--- config.mk ---
export PLATFORM = sky130hd
export DESIGN_NAME = decodeExecute
export DESIGN_NICKNAME = d
export VERILOG_FILES = /design/src/design/isaPkg.sv /design/src/design/ctrlPkg.sv /design/src/design/controlUnit.sv /design/src/design/operandUnit.sv /design/src/design/executeUnit.sv /design/src/design/decodeExecute.sv
export SDC_FILE = /design/constraint.sdc
export NUM_CORES = 2
export LEC_CHECK = 0
export BUFFER_PORTS_ARGS = -buffer_cell sky130_fd_sc_hd__clkbuf_2
export CAP_MARGIN = 25
export CORE_MARGIN = 2
export CORE_UTILIZATION = 50
export DETAILED_ROUTE_END_ITERATION = 8
export GPL_TIMING_DRIVEN = 0
export PLACE_DENSITY = 0.66
export SLEW_MARGIN = 20
export SYNTH_ARGS = -nofsm -noshare
export SYNTH_HDL_FRONTEND = slang
export SYNTH_SLANG_ARGS = --single-unit
export TNS_END_PERCENT = 1
--- constraint.sdc ---
create_clock -name clk -period 13 [get_ports clk]
set_clock_uncertainty 0.15 [all_clocks]
set_input_delay 0.65 -clock clk [delete_from_list [all_inputs] [get_ports clk]]
set_output_delay 0.65 -clock clk [all_outputs]
set_load 0.005 [all_outputs]
--- src/design/isaPkg.sv ---
// Instruction set definitions for the decode and execute slice
`default_nettype none

package isaPkg;

	// Datapath and field widths
	localparam int XLEN       = 32;
	localparam int REG_ADDR_W = 5;
	localparam int OPCODE_W   = 6;
	localparam int SHAMT_W    = 5;
	localparam int FUNCT_W    = 6;
	localparam int IMM_W      = 16;
	localparam int TARGET_W   = 26;

	// Opcodes
	localparam logic [OPCODE_W-1:0] OP_FLUSH = 6'h00;
	localparam logic [OPCODE_W-1:0] OP_LW    = 6'h12;
	localparam logic [OPCODE_W-1:0] OP_LUI   = 6'h0f;
	localparam logic [OPCODE_W-1:0] OP_LBU   = 6'h22;
	localparam logic [OPCODE_W-1:0] OP_SB    = 6'h28;
	localparam logic [OPCODE_W-1:0] OP_SW    = 6'h2b;
	localparam logic [OPCODE_W-1:0] OP_RTYPE = 6'h03;
	localparam logic [OPCODE_W-1:0] OP_ADDI  = 6'h09;
	localparam logic [OPCODE_W-1:0] OP_ANDI  = 6'h0c;
	localparam logic [OPCODE_W-1:0] OP_BEQ   = 6'h05;
	localparam logic [OPCODE_W-1:0] OP_BNE   = 6'h04;
	localparam logic [OPCODE_W-1:0] OP_JAL   = 6'h07;
	localparam logic [OPCODE_W-1:0] OP_J     = 6'h02;
	localparam logic [OPCODE_W-1:0] OP_ORI   = 6'h0e;

	// R-type function codes
	localparam logic [FUNCT_W-1:0] FN_ADD = 6'h20;
	localparam logic [FUNCT_W-1:0] FN_SUB = 6'h22;
	localparam logic [FUNCT_W-1:0] FN_AND = 6'h24;
	localparam logic [FUNCT_W-1:0] FN_OR  = 6'h25;
	localparam logic [FUNCT_W-1:0] FN_SLT = 6'h2a;

	typedef struct packed {
		logic [OPCODE_W-1:0]   opCode;
		logic [REG_ADDR_W-1:0] rs;
		logic [REG_ADDR_W-1:0] rt;
		logic [REG_ADDR_W-1:0] rd;
		logic [SHAMT_W-1:0]    shamt;
		logic [FUNCT_W-1:0]    funct;
	} rFieldsT;

	typedef struct packed {
		logic [OPCODE_W-1:0]   opCode;
		logic [REG_ADDR_W-1:0] rs;
		logic [REG_ADDR_W-1:0] rt;
		logic [IMM_W-1:0]      imm;
	} iFieldsT;

	// One instruction word, seen as register or immediate format
	typedef union packed {
		rFieldsT rFields;
		iFieldsT iFields;
	} instrWordT;

endpackage

`default_nettype wire

--- src/design/ctrlPkg.sv ---
// Control definitions shared by the decoder and the execute stage
`default_nettype none

package ctrlPkg;

	// Width of the ALU operation code
	localparam int ALU_OP_W = 4;

	// No operation, result is zero
	localparam logic [ALU_OP_W-1:0] ALU_NONE  = 4'h0;

	// Operation taken from the function field
	localparam logic [ALU_OP_W-1:0] ALU_RTYPE = 4'h2;

	// Bitwise or
	localparam logic [ALU_OP_W-1:0] ALU_OR    = 4'h3;

	// Addition, also used for address generation
	localparam logic [ALU_OP_W-1:0] ALU_ADD   = 4'h4;

	// Bitwise and
	localparam logic [ALU_OP_W-1:0] ALU_AND   = 4'h5;

	// Subtraction, the zero flag drives branches
	localparam logic [ALU_OP_W-1:0] ALU_SUB   = 4'h7;

	// Immediate moved into the upper half
	localparam logic [ALU_OP_W-1:0] ALU_SHL16 = 4'h8;

	// Register written by jump-and-link
	localparam logic [isaPkg::REG_ADDR_W-1:0] LINK_REG = 5'd31;

endpackage

`default_nettype wire

--- src/design/controlUnit.sv ---
// Opcode decoder producing the control levels for one instruction
`timescale 1ns/1ps
`default_nettype none

module controlUnit (
	input  logic [isaPkg::OPCODE_W-1:0]  opCode,
	output logic                         regDst,
	output logic                         regWrite,
	output logic                         memToReg,
	output logic                         jump,
	output logic                         jumpAndLink,
	output logic                         memRead,
	output logic                         memWrite,
	output logic                         branchEqual,
	output logic                         branchNotEqual,
	output logic                         aluSrc,
	output logic                         isSigned,
	output logic [ctrlPkg::ALU_OP_W-1:0] aluOp
);

	import isaPkg::*;
	import ctrlPkg::*;

	always_comb
	begin
		// Everything idle unless the opcode says otherwise
		regDst         = 1'b0;
		regWrite       = 1'b0;
		memToReg       = 1'b0;
		jump           = 1'b0;
		jumpAndLink    = 1'b0;
		memRead        = 1'b0;
		memWrite       = 1'b0;
		branchEqual    = 1'b0;
		branchNotEqual = 1'b0;
		aluSrc         = 1'b0;
		isSigned       = 1'b0;
		aluOp          = ALU_NONE;

		case (opCode)
			OP_LW, OP_LBU:
			begin
				regWrite = 1'b1;
				memToReg = 1'b1;
				memRead  = 1'b1;
				aluSrc   = 1'b1;
				isSigned = 1'b1;
				aluOp    = ALU_ADD;
			end
			OP_LUI:
			begin
				regWrite = 1'b1;
				aluSrc   = 1'b1;
				aluOp    = ALU_SHL16;
			end
			OP_SB, OP_SW:
			begin
				memWrite = 1'b1;
				aluSrc   = 1'b1;
				isSigned = 1'b1;
				aluOp    = ALU_ADD;
			end
			OP_RTYPE:
			begin
				regDst   = 1'b1;
				regWrite = 1'b1;
				aluOp    = ALU_RTYPE;
			end
			OP_ADDI:
			begin
				regWrite = 1'b1;
				aluSrc   = 1'b1;
				// addi sign-extends its immediate
				isSigned = 1'b1;
				aluOp    = ALU_ADD;
			end
			OP_ANDI:
			begin
				regWrite = 1'b1;
				aluSrc   = 1'b1;
				aluOp    = ALU_AND;
			end
			OP_ORI:
			begin
				regWrite = 1'b1;
				aluSrc   = 1'b1;
				aluOp    = ALU_OR;
			end
			OP_BEQ:
			begin
				branchEqual = 1'b1;
				aluOp       = ALU_SUB;
			end
			OP_BNE:
			begin
				branchNotEqual = 1'b1;
				aluOp          = ALU_SUB;
			end
			OP_JAL:
			begin
				jumpAndLink = 1'b1;
				aluOp       = ALU_ADD;
			end
			OP_J:
			begin
				jump  = 1'b1;
				aluOp = ALU_ADD;
			end
			// Flush and unknown opcodes keep the defaults
			default:
			begin
			end
		endcase
	end

endmodule

`default_nettype wire

--- src/design/operandUnit.sv ---
// Register file with two read ports, one write port and immediate extension
`timescale 1ns/1ps
`default_nettype none

module operandUnit (
	input  logic                           clk,
	input  logic                           arstN,
	input  isaPkg::instrWordT              instr,
	input  logic                           isSigned,
	input  logic                           wbEn,
	input  logic [isaPkg::REG_ADDR_W-1:0]  wbReg,
	input  logic [isaPkg::XLEN-1:0]        wbData,
	output logic [isaPkg::XLEN-1:0]        rsData,
	output logic [isaPkg::XLEN-1:0]        rtData,
	output logic [isaPkg::XLEN-1:0]        immExt
);

	import isaPkg::*;

	localparam int NUM_REGS = 2 ** REG_ADDR_W;

	logic [XLEN-1:0] regs [NUM_REGS];
	logic [REG_ADDR_W-1:0] rsIdx;
	logic [REG_ADDR_W-1:0] rtIdx;
	logic [IMM_W-1:0] imm;

	assign rsIdx = instr.iFields.rs;
	assign rtIdx = instr.iFields.rt;
	assign imm   = instr.iFields.imm;

	// Register 0 is never written, so it stays zero after reset
	always_ff @(posedge clk or negedge arstN)
	begin
		if (!arstN)
		begin
			for (int i = 0; i < NUM_REGS; i++)
			begin
				regs[i] <= '0;
			end
		end
		else if (wbEn && (wbReg != '0))
		begin
			regs[wbReg] <= wbData;
		end
	end

	// Asynchronous reads
	always_comb
	begin
		rsData = regs[rsIdx];
		rtData = regs[rtIdx];
	end

	// Sign or zero extension of the 16-bit immediate
	always_comb
	begin
		if (isSigned)
		begin
			immExt = {{(XLEN - IMM_W){imm[IMM_W-1]}}, imm};
		end
		else
		begin
			immExt = {{(XLEN - IMM_W){1'b0}}, imm};
		end
	end

endmodule

`default_nettype wire

--- src/design/executeUnit.sv ---
// ALU, branch and jump resolution, write-back request and registered outputs
`timescale 1ns/1ps
`default_nettype none

module executeUnit (
	input  logic                           clk,
	input  logic                           arstN,
	input  isaPkg::instrWordT              instr,
	input  logic [isaPkg::XLEN-1:0]        pc,
	input  logic                           instrValid,
	input  logic                           regDst,
	input  logic                           regWrite,
	input  logic                           memToReg,
	input  logic                           jump,
	input  logic                           jumpAndLink,
	input  logic                           ctlMemRead,
	input  logic                           ctlMemWrite,
	input  logic                           branchEqual,
	input  logic                           branchNotEqual,
	input  logic                           aluSrc,
	input  logic [ctrlPkg::ALU_OP_W-1:0]   aluOp,
	input  logic [isaPkg::XLEN-1:0]        rsData,
	input  logic [isaPkg::XLEN-1:0]        rtData,
	input  logic [isaPkg::XLEN-1:0]        immExt,
	output logic                           wbEn,
	output logic [isaPkg::REG_ADDR_W-1:0]  wbReg,
	output logic [isaPkg::XLEN-1:0]        wbData,
	output logic                           outValid,
	output logic [isaPkg::XLEN-1:0]        result,
	output logic [isaPkg::XLEN-1:0]        storeData,
	output logic [isaPkg::REG_ADDR_W-1:0]  destReg,
	output logic                           regWriteOut,
	output logic                           memRead,
	output logic                           memWrite,
	output logic [isaPkg::XLEN-1:0]        nextPc
);

	import isaPkg::*;
	import ctrlPkg::*;

	logic [XLEN-1:0] aluB;
	logic [XLEN-1:0] aluResult;
	logic            aluZero;
	logic            branchTaken;
	logic [XLEN-1:0] pcPlus4;
	logic [XLEN-1:0] branchTarget;
	logic [XLEN-1:0] jumpTarget;
	logic [XLEN-1:0] pcSel;

	assign aluB = aluSrc ? immExt : rtData;

	always_comb
	begin
		case (aluOp)
			ALU_RTYPE:
			begin
				case (instr.rFields.funct)
					FN_ADD:  aluResult = rsData + aluB;
					FN_SUB:  aluResult = rsData - aluB;
					FN_AND:  aluResult = rsData & aluB;
					FN_OR:   aluResult = rsData | aluB;
					FN_SLT:  aluResult = {{(XLEN - 1){1'b0}}, $signed(rsData) < $signed(aluB)};
					default: aluResult = '0;
				endcase
			end
			ALU_OR:    aluResult = rsData | aluB;
			ALU_ADD:   aluResult = rsData + aluB;
			ALU_AND:   aluResult = rsData & aluB;
			ALU_SUB:   aluResult = rsData - aluB;
			ALU_SHL16: aluResult = immExt << 16;
			default:   aluResult = '0;
		endcase
	end

	assign aluZero     = (aluResult == '0);
	assign branchTaken = (branchEqual && aluZero) || (branchNotEqual && !aluZero);

	// Next PC selection
	assign pcPlus4      = pc + 32'd4;
	assign branchTarget = pcPlus4 + (immExt << 2);
	assign jumpTarget   = {pcPlus4[XLEN-1 -: 4], instr[TARGET_W-1:0], 2'b00};

	always_comb
	begin
		if (jump || jumpAndLink)
		begin
			pcSel = jumpTarget;
		end
		else if (branchTaken)
		begin
			pcSel = branchTarget;
		end
		else
		begin
			pcSel = pcPlus4;
		end
	end

	// Write-back request, loads finish in a later stage
	assign wbEn   = instrValid && ((regWrite && !memToReg) || jumpAndLink);
	assign wbData = jumpAndLink ? pcPlus4 : aluResult;

	always_comb
	begin
		if (regDst)
		begin
			wbReg = instr.rFields.rd;
		end
		else if (jumpAndLink)
		begin
			wbReg = LINK_REG;
		end
		else
		begin
			wbReg = instr.iFields.rt;
		end
	end

	always_ff @(posedge clk or negedge arstN)
	begin
		if (!arstN)
		begin
			outValid    <= 1'b0;
			memRead     <= 1'b0;
			memWrite    <= 1'b0;
			regWriteOut <= 1'b0;
			nextPc      <= '0;
		end
		else
		begin
			outValid <= instrValid;
			if (instrValid)
			begin
				memRead     <= ctlMemRead;
				memWrite    <= ctlMemWrite;
				regWriteOut <= wbEn;
				nextPc      <= pcSel;
			end
		end
	end

	// Payload registers
	always_ff @(posedge clk)
	begin
		if (instrValid)
		begin
			result    <= wbData;
			storeData <= rtData;
			destReg   <= wbReg;
		end
	end

endmodule

`default_nettype wire

--- src/design/decodeExecute.sv ---
// Decode and execute slice, decoder plus operand and execute units
`timescale 1ns/1ps
`default_nettype none

module decodeExecute (
	input  logic                           clk,
	input  logic                           arstN,
	input  isaPkg::instrWordT              instr,
	input  logic [isaPkg::XLEN-1:0]        pc,
	input  logic                           instrValid,
	output logic                           outValid,
	output logic [isaPkg::XLEN-1:0]        result,
	output logic [isaPkg::XLEN-1:0]        storeData,
	output logic [isaPkg::REG_ADDR_W-1:0]  destReg,
	output logic                           regWriteOut,
	output logic                           memRead,
	output logic                           memWrite,
	output logic [isaPkg::XLEN-1:0]        nextPc
);

	import isaPkg::*;
	import ctrlPkg::*;

	// Control levels
	logic regDst;
	logic regWrite;
	logic memToReg;
	logic jump;
	logic jumpAndLink;
	logic ctlMemRead;
	logic ctlMemWrite;
	logic branchEqual;
	logic branchNotEqual;
	logic aluSrc;
	logic isSigned;
	logic [ALU_OP_W-1:0] aluOp;

	// Operands and write-back
	logic [XLEN-1:0] rsData;
	logic [XLEN-1:0] rtData;
	logic [XLEN-1:0] immExt;
	logic wbEn;
	logic [REG_ADDR_W-1:0] wbReg;
	logic [XLEN-1:0] wbData;

	controlUnit decoder (
		.opCode(instr.rFields.opCode),
		.regDst(regDst),
		.regWrite(regWrite),
		.memToReg(memToReg),
		.jump(jump),
		.jumpAndLink(jumpAndLink),
		.memRead(ctlMemRead),
		.memWrite(ctlMemWrite),
		.branchEqual(branchEqual),
		.branchNotEqual(branchNotEqual),
		.aluSrc(aluSrc),
		.isSigned(isSigned),
		.aluOp(aluOp)
	);

	operandUnit operands (
		.clk(clk),
		.arstN(arstN),
		.instr(instr),
		.isSigned(isSigned),
		.wbEn(wbEn),
		.wbReg(wbReg),
		.wbData(wbData),
		.rsData(rsData),
		.rtData(rtData),
		.immExt(immExt)
	);

	executeUnit execute (
		.clk(clk),
		.arstN(arstN),
		.instr(instr),
		.pc(pc),
		.instrValid(instrValid),
		.regDst(regDst),
		.regWrite(regWrite),
		.memToReg(memToReg),
		.jump(jump),
		.jumpAndLink(jumpAndLink),
		.ctlMemRead(ctlMemRead),
		.ctlMemWrite(ctlMemWrite),
		.branchEqual(branchEqual),
		.branchNotEqual(branchNotEqual),
		.aluSrc(aluSrc),
		.aluOp(aluOp),
		.rsData(rsData),
		.rtData(rtData),
		.immExt(immExt),
		.wbEn(wbEn),
		.wbReg(wbReg),
		.wbData(wbData),
		.outValid(outValid),
		.result(result),
		.storeData(storeData),
		.destReg(destReg),
		.regWriteOut(regWriteOut),
		.memRead(memRead),
		.memWrite(memWrite),
		.nextPc(nextPc)
	);

endmodule

`default_nettype wire

* Yosys cells after proc, flatten, opt, wreduce, memory -nomap -nowiden *
Index checks and enable logic that the tools add are counted.

word-level totals
  register bits = 1129
  input bits = 67
  output and inout port bits = 105
  logic and storage cells = 127

cells by class
  add/subtract/negate cells = 4
  magnitude comparators = 5
  equal/unequal tests = 24
  mux-type cells = 29
  bitwise operators = 5
  reductions and logical operators = 20

operator list
  kind                                                             number
  1024-bit bitwise mux                                             1
  32-bit binary-select mux with 5-bit select                       2
  32-bit two-way mux                                               10
  32-bit one-hot mux with 6 select lines                           1
  32-bit demux with 5-bit select                                   1
  32-bit one-hot mux with 5 select lines                           1
  32-bit adder                                                     2
  6-bit == test, second input constant                             8
  32-bit by 3-bit adder with 32-bit output, second input constant  1
  32-bit AND                                                       1
  32-bit logical NOT                                               1
  32-bit < comparator                                              1
  32-bit OR                                                        1
  32-bit subtractor                                                1
  6-bit by 4-bit == test with 1-bit output, second input constant  4
  4-bit one-hot mux with 6 select lines                            1
  6-bit by 3-bit == test with 1-bit output, second input constant  3
  6-bit >= comparator, second input constant                       3
  5-bit NOT with 6-bit output                                      3
  7-bit OR reduction                                               2
  4-bit by 3-bit == test with 1-bit output, second input constant  3
  6-bit by 2-bit == test with 1-bit output, second input constant  2
  1-bit two-way mux                                                10
  5-bit two-way mux                                                2
  other kinds (11)                                                 22

* Logic depth before layout (Yosys ltp) *
  depth after elaboration = 14
  gate-level depth with buffers = 28
  gate-level depth less buffers = 23

* By module *
Synthesis repeated with hierarchy kept, for this count alone.

unflattened totals
  cells, all modules = 6381
  area total of the unflattened synthesis = 69449.1 um^2

by module, submodules not included
  module       instances  cells an instance  area each (um^2)  seq. area each (um^2)
  operandUnit  1          4642               55797.3           25624.6
  executeUnit  1          1686               13300.3           2972.9
  controlUnit  1          53                 351.6             0.0

* Worst setup path after synthesis *
OpenSTA, ideal clock, no wires.

  path type = input-to-reg
  from = input instr[16] (netlist name)
  to = register execute.nextPc[23] (netlist name)
  setup time = 0.128 ns
  arrival = 8.156 ns
  required time = 12.722 ns
  path slack = 4.566 ns
  cell stages on the path = 24
  path buffers = 5
  cells stage by stage = clkbuf_1 > buf_1 > buf_1 > mux4_2 > mux4_2 > mux2_2 > a21oi_1 > inv_1 > fa_1 > nand2b_1 > a21boi_0 > o21ai_0 > nor3b_1 > o31a_1 > or4_1 > or4b_1 > or4_1 > or4_1 > or4_4 > o41a_1 > buf_6 > buf_6 > nor4_2 > nor3_1

on the way
  longest elaborated chain between the ends = 14
  elaborated cells on any way between the ends = 19
  those cells by class = add/sub: 2; order compare: 1; mux: 8; bitwise: 3; reduce/logical: 5

RTL lines
  item                                                     RTL line                              RTL
  start: declaration                                       decodeExecute.sv:8                    input isaPkg::instrWordT instr,
  5-bit NOT with 6-bit output (implied by the code) *      operandUnit.sv:51                     rtData = regs[rtIdx];
  32-bit binary-select mux with 5-bit select *             operandUnit.sv:51
  32-bit two-way mux (implied by the code) * (2 in a row)  operandUnit.sv:51
  net execute.rtData, one bit                              executeUnit.sv:23                     input logic [isaPkg::XLEN-1:0] rtData,
  32-bit two-way mux *                                     executeUnit.sv:50                     assign aluB = aluSrc ? immExt : rtData;
  32-bit subtractor (tied with other cells)                executeUnit.sv:59, executeUnit.sv:69
  32-bit one-hot mux with 5 select lines                   executeUnit.sv:57                     case (instr.rFields.funct)
  32-bit one-hot mux with 6 select lines *                 executeUnit.sv:54                     case (aluOp)
  32-bit logical NOT *                                     executeUnit.sv:75                     assign aluZero = (aluResult == '0);
  1-bit logical NOT                                        executeUnit.sv:76                     assign branchTaken = (branchEqual && aluZero) || (branchNotEqual && !aluZero);
  1-bit logical AND                                        executeUnit.sv:76
  1-bit logical OR *                                       executeUnit.sv:76
  32-bit two-way mux *                                     executeUnit.sv:89                     else if (branchTaken)
  32-bit two-way mux *                                     executeUnit.sv:85                     if (jump || jumpAndLink)
  end signal: assignment                                   executeUnit.sv:137                    nextPc <= pcSel;
  end: declaration                                         executeUnit.sv:35                     output logic [isaPkg::XLEN-1:0] nextPc

Mark *: on every way through the listed nets, which the timed path passes. The rest lies on a longest branch. The select of a mux whose other input is x is not followed.
A chain may end at the register's enable or synchronous reset.

* Worst setup path after layout *
  from = input instr[26] (netlist name)
  to = register execute.nextPc[20] (netlist name)

on the way
  longest elaborated chain between the ends = 14
  elaborated cells on any way between the ends = 48
  those cells by class = add/sub: 3; order compare: 1; eq/ne: 19; mux: 13; bitwise: 2; reduce/logical: 10

RTL lines
  item                                                              RTL line                              RTL
  6-bit by 5-bit == test with 1-bit output (tied with other cells)  controlUnit.sv:40                     case (opCode)
  5-bit OR reduction (no source line)                               --
  1-bit two-way mux                                                 controlUnit.sv:40
  32-bit two-way mux                                                operandUnit.sv:57                     if (isSigned)
  32-bit two-way mux                                                executeUnit.sv:50
  32-bit subtractor (tied with other cells)                         executeUnit.sv:59, executeUnit.sv:69
  32-bit one-hot mux with 5 select lines                            executeUnit.sv:57
  32-bit one-hot mux with 6 select lines                            executeUnit.sv:54
  32-bit logical NOT                                                executeUnit.sv:75
  1-bit logical NOT                                                 executeUnit.sv:76
  1-bit logical AND                                                 executeUnit.sv:76
  1-bit logical OR                                                  executeUnit.sv:76
  32-bit two-way mux                                                executeUnit.sv:89
  32-bit two-way mux *                                              executeUnit.sv:85

Mark *: on every way between the ends. The rest lies on a longest branch, timed or not.

==> impl_metrics.yaml <==
clock_network:
  clk_pin_slew_worst_paths_ps: 70
  cts-root-buf: "clkbuf_16"
  cts_made_buffers: 131
  clock_latency_ps: 790
  cts_tree: "yes"
  cts.htree.levels: 4
  clockBufferDepth: 3
  post-cts-setup-buffers: 0
  clock-sinks: 1129
final_layout:
  fin_util_pct: 56.9
  fin_nets: 6499
  layout_commonest_cell: "nand2_1"
  regArea_mm2: 0.0286
  mostFrequentLayoutCells: "nand2_1 (1085), dfrtp_1 (1060), o21ai_0 (1018), mux4_2 (640), clkbuf_1 (504)"
  final_cells: 8158
  synthToLayoutAreaGrowth_pct: 13.2
  drive_above_1_share_pct: 20.2
  fill_cells: 11100
  multi_input_area_mm2: 0.0337
routing:
  dr.pass1.iters: 6
  drcViolationCount: 0
  drt_iter0_markers: 6194
  route.antenna.remaining_nets: 0
  wl_per_cell_um: 30.2
  wl_um: 247000
  num_vias: 53100
  drt-vias-per-instance: 6.51
setup_path:
  crit_path_max_incr_delay_ps: 870
  arrival_ps: 10890
  slowest_stage: "o21ai_0"
  cp_num_buf_inv: 8
  startpoint_type: "primary input"
  endpoint_kind: "register"
  cp_common_cell: "clkbuf_1"
  path_class: "primary input to register"
  critical-path-top-delay-family: "buffers and inverters"
  cp_max_fo: 10
  required_ps: 13550
sta:
  layout_setup_ws_ps: 2660
  rsz0062_at_grt: "no"
  timing.setup.tns_ps: 0
  drv_slew: 0
  finalSetupViolations: 0
  finalHoldViolCount: 0
  finalCritPeriodShare_pct: 79.5
  fin_crit_ps: 10340
  worst_slew_pin_slew_ps: 1160
  max_freq_mhz: 96.7
  relSlewSlack_pct: 21.8
yosys:
  seq_area_frac_synth_pct: 44.0
  synthArstFlopShare_pct: 93.9
  synth_nets: 6131
  ys_seq_elements: 1129
  syn_area_per_cell_um2: 11.0
  syn_inst: 5935
  synth-edff-count: 69
  netlist_area_mm2: 0.0650
  synth_ff_type: "dfrtp_1"
  yosysUniqueCellTypes: 88
  synth_warnings: 0
placed_design:
  port_buffers: 162
  dpl.cell_count: 7899
  pre_cts_slack_ps: 2040
  dp_hpwl_um: 197000
  place_congestion: 1.03
floorplanning:
  core_mm2: 0.129
  dieArea_mm2: 0.133
  ios: 172
  start_util_pct: 50.3
  rows: 132
  die_h_um: 365
  die_width_um: 365
grt:
  grt_max_degree: 97
  overflow: 0
  use_met2_pct: 58.9
  antenna_found_initial: 18
  grt_usage_pct: 37.4
  use_met3_pct: 9.84
  grt_pass1_wl_um: 357000
  first_global_vias: 52700
  busiest_layer: "met2"
  grt.met1_usage_pct: 46.0
pwr:
  pwr_density_cell_mw_per_mm2: 115
  peakVddDrop_mv: 0.141
  cellLeakagePower_nw: 31.2
  power.total_mw: 8.47
job:
  drv_cap: 0
worst_hold_path:
  worstHoldPathType: "primary input to register"
status:
  outcome: "finished, final reports clean"
per-stage QoR:
step | hold WS (ps) | instance area [um2]
finish | 157 | 73600
global placement | 301 | 68000
global route | 159 | 73600
detailed placement | 315 | 69100
CTS | 127 | 73500
floorplan | 204 | 65000
repair_timing:
| action | in CTS | in global routing |
|---|---|---|
| hold endpoints to repair | 71 | 0 |
| hold buffers | 3 | 0 |
| resized for setup | 0 | 0 |
flip-flops by register name, summed over array words and instances (netlist names):
register,cells
execute.memWrite,1
execute.regWriteOut,1
execute.memRead,1
execute.storeData,32
operands.regs,1024
execute.outValid,1
execute.nextPc,32
execute.destReg,5
execute.result,32
final cells by class:
class	instances	area share (%)
inverters	169	0.862
clock inverters	53	0.853
plain buffers	565	3.01
well taps	1742	2.96
repair buffers	235	2.57
multi-input cells	4072	45.7
clock buffers	187	5.14
flip-flops and latches	1129	38.8
diodes	6	0.0204
cells by family (layout without fill, tap and decap cells):
logic type                 after synthesis  count (layout)  share of synthesized area, %
and+or+nand+nor                       1549            1549                          10.1
AOI/OAI and AO/OA                     1518            1518                          13.2
DFF                                   1129            1129                          44.0
muxes                                  804             804                          24.9
buffers and inverters                  734            1209                          4.29
adders and majority gates              129             129                          2.52
xor gates and xnor gates                72              72                         0.970
other                                    0               6                             0
routing by layer:
layer,vias up,wire length [um]
met4,8,17900
met2,2864,114000
met3,759,24600
li1,22500,-
met5,-,96
met1,26900,89700
final timing paths:
kind / endpoint / cells after the start / slack (ps) / from
setup / recovery: execute.nextPc[20] / 26 / 2660 / instr[26]
hold / removal: execute.result[28] / 1 / 160 / instrValid
setup reg to reg: execute.nextPc[20] / 21 / 4280 / operands.regs[160]
hold reg to reg: operands.regs[1014] / 1 / 330 / operands.regs[1014]
max in group asynchronous: operands.regs[216] / 7 / 9720 / arstN
min in group asynchronous: execute.memRead / 2 / 340 / arstN
synth_stat cells (all sizes together) (18+ instances only):
| library cell | number | area [um2] |
|---|---|---|
| clkbuf | 495 | 1860 |
| a31oi | 20 | 140 |
| nor2b | 24 | 150 |
| o21ai | 1048 | 5250 |
| dfrtp | 1060 | 26500 |
| nor3 | 57 | 297 |
| a21o | 36 | 270 |
| nor2 | 150 | 568 |
| nand2b | 26 | 170 |
| inv | 167 | 627 |
| xnor2 | 41 | 359 |
| a21oi | 159 | 796 |
| ha | 126 | 1580 |
| o211ai | 27 | 203 |
| or3 | 18 | 113 |
| a211oi | 29 | 218 |
| buf | 70 | 300 |
| mux2 | 122 | 1370 |
| nand2 | 1085 | 4070 |
| o31ai | 31 | 233 |
| and3 | 34 | 213 |
| nand3 | 62 | 310 |
| xor2 | 31 | 272 |
| mux4 | 640 | 14400 |
| mux2i | 42 | 420 |
| edfxtp | 69 | 2070 |
where the power goes:
group	leakage, nW	internal [mW]	switching, mW
clock	2.14	2.23	1.59
sequential	15.4	3.62	0.0512
combinational	13.7	0.325	0.650
total	31.2	6.17	2.30
Power figures use the tool's default switching activity.
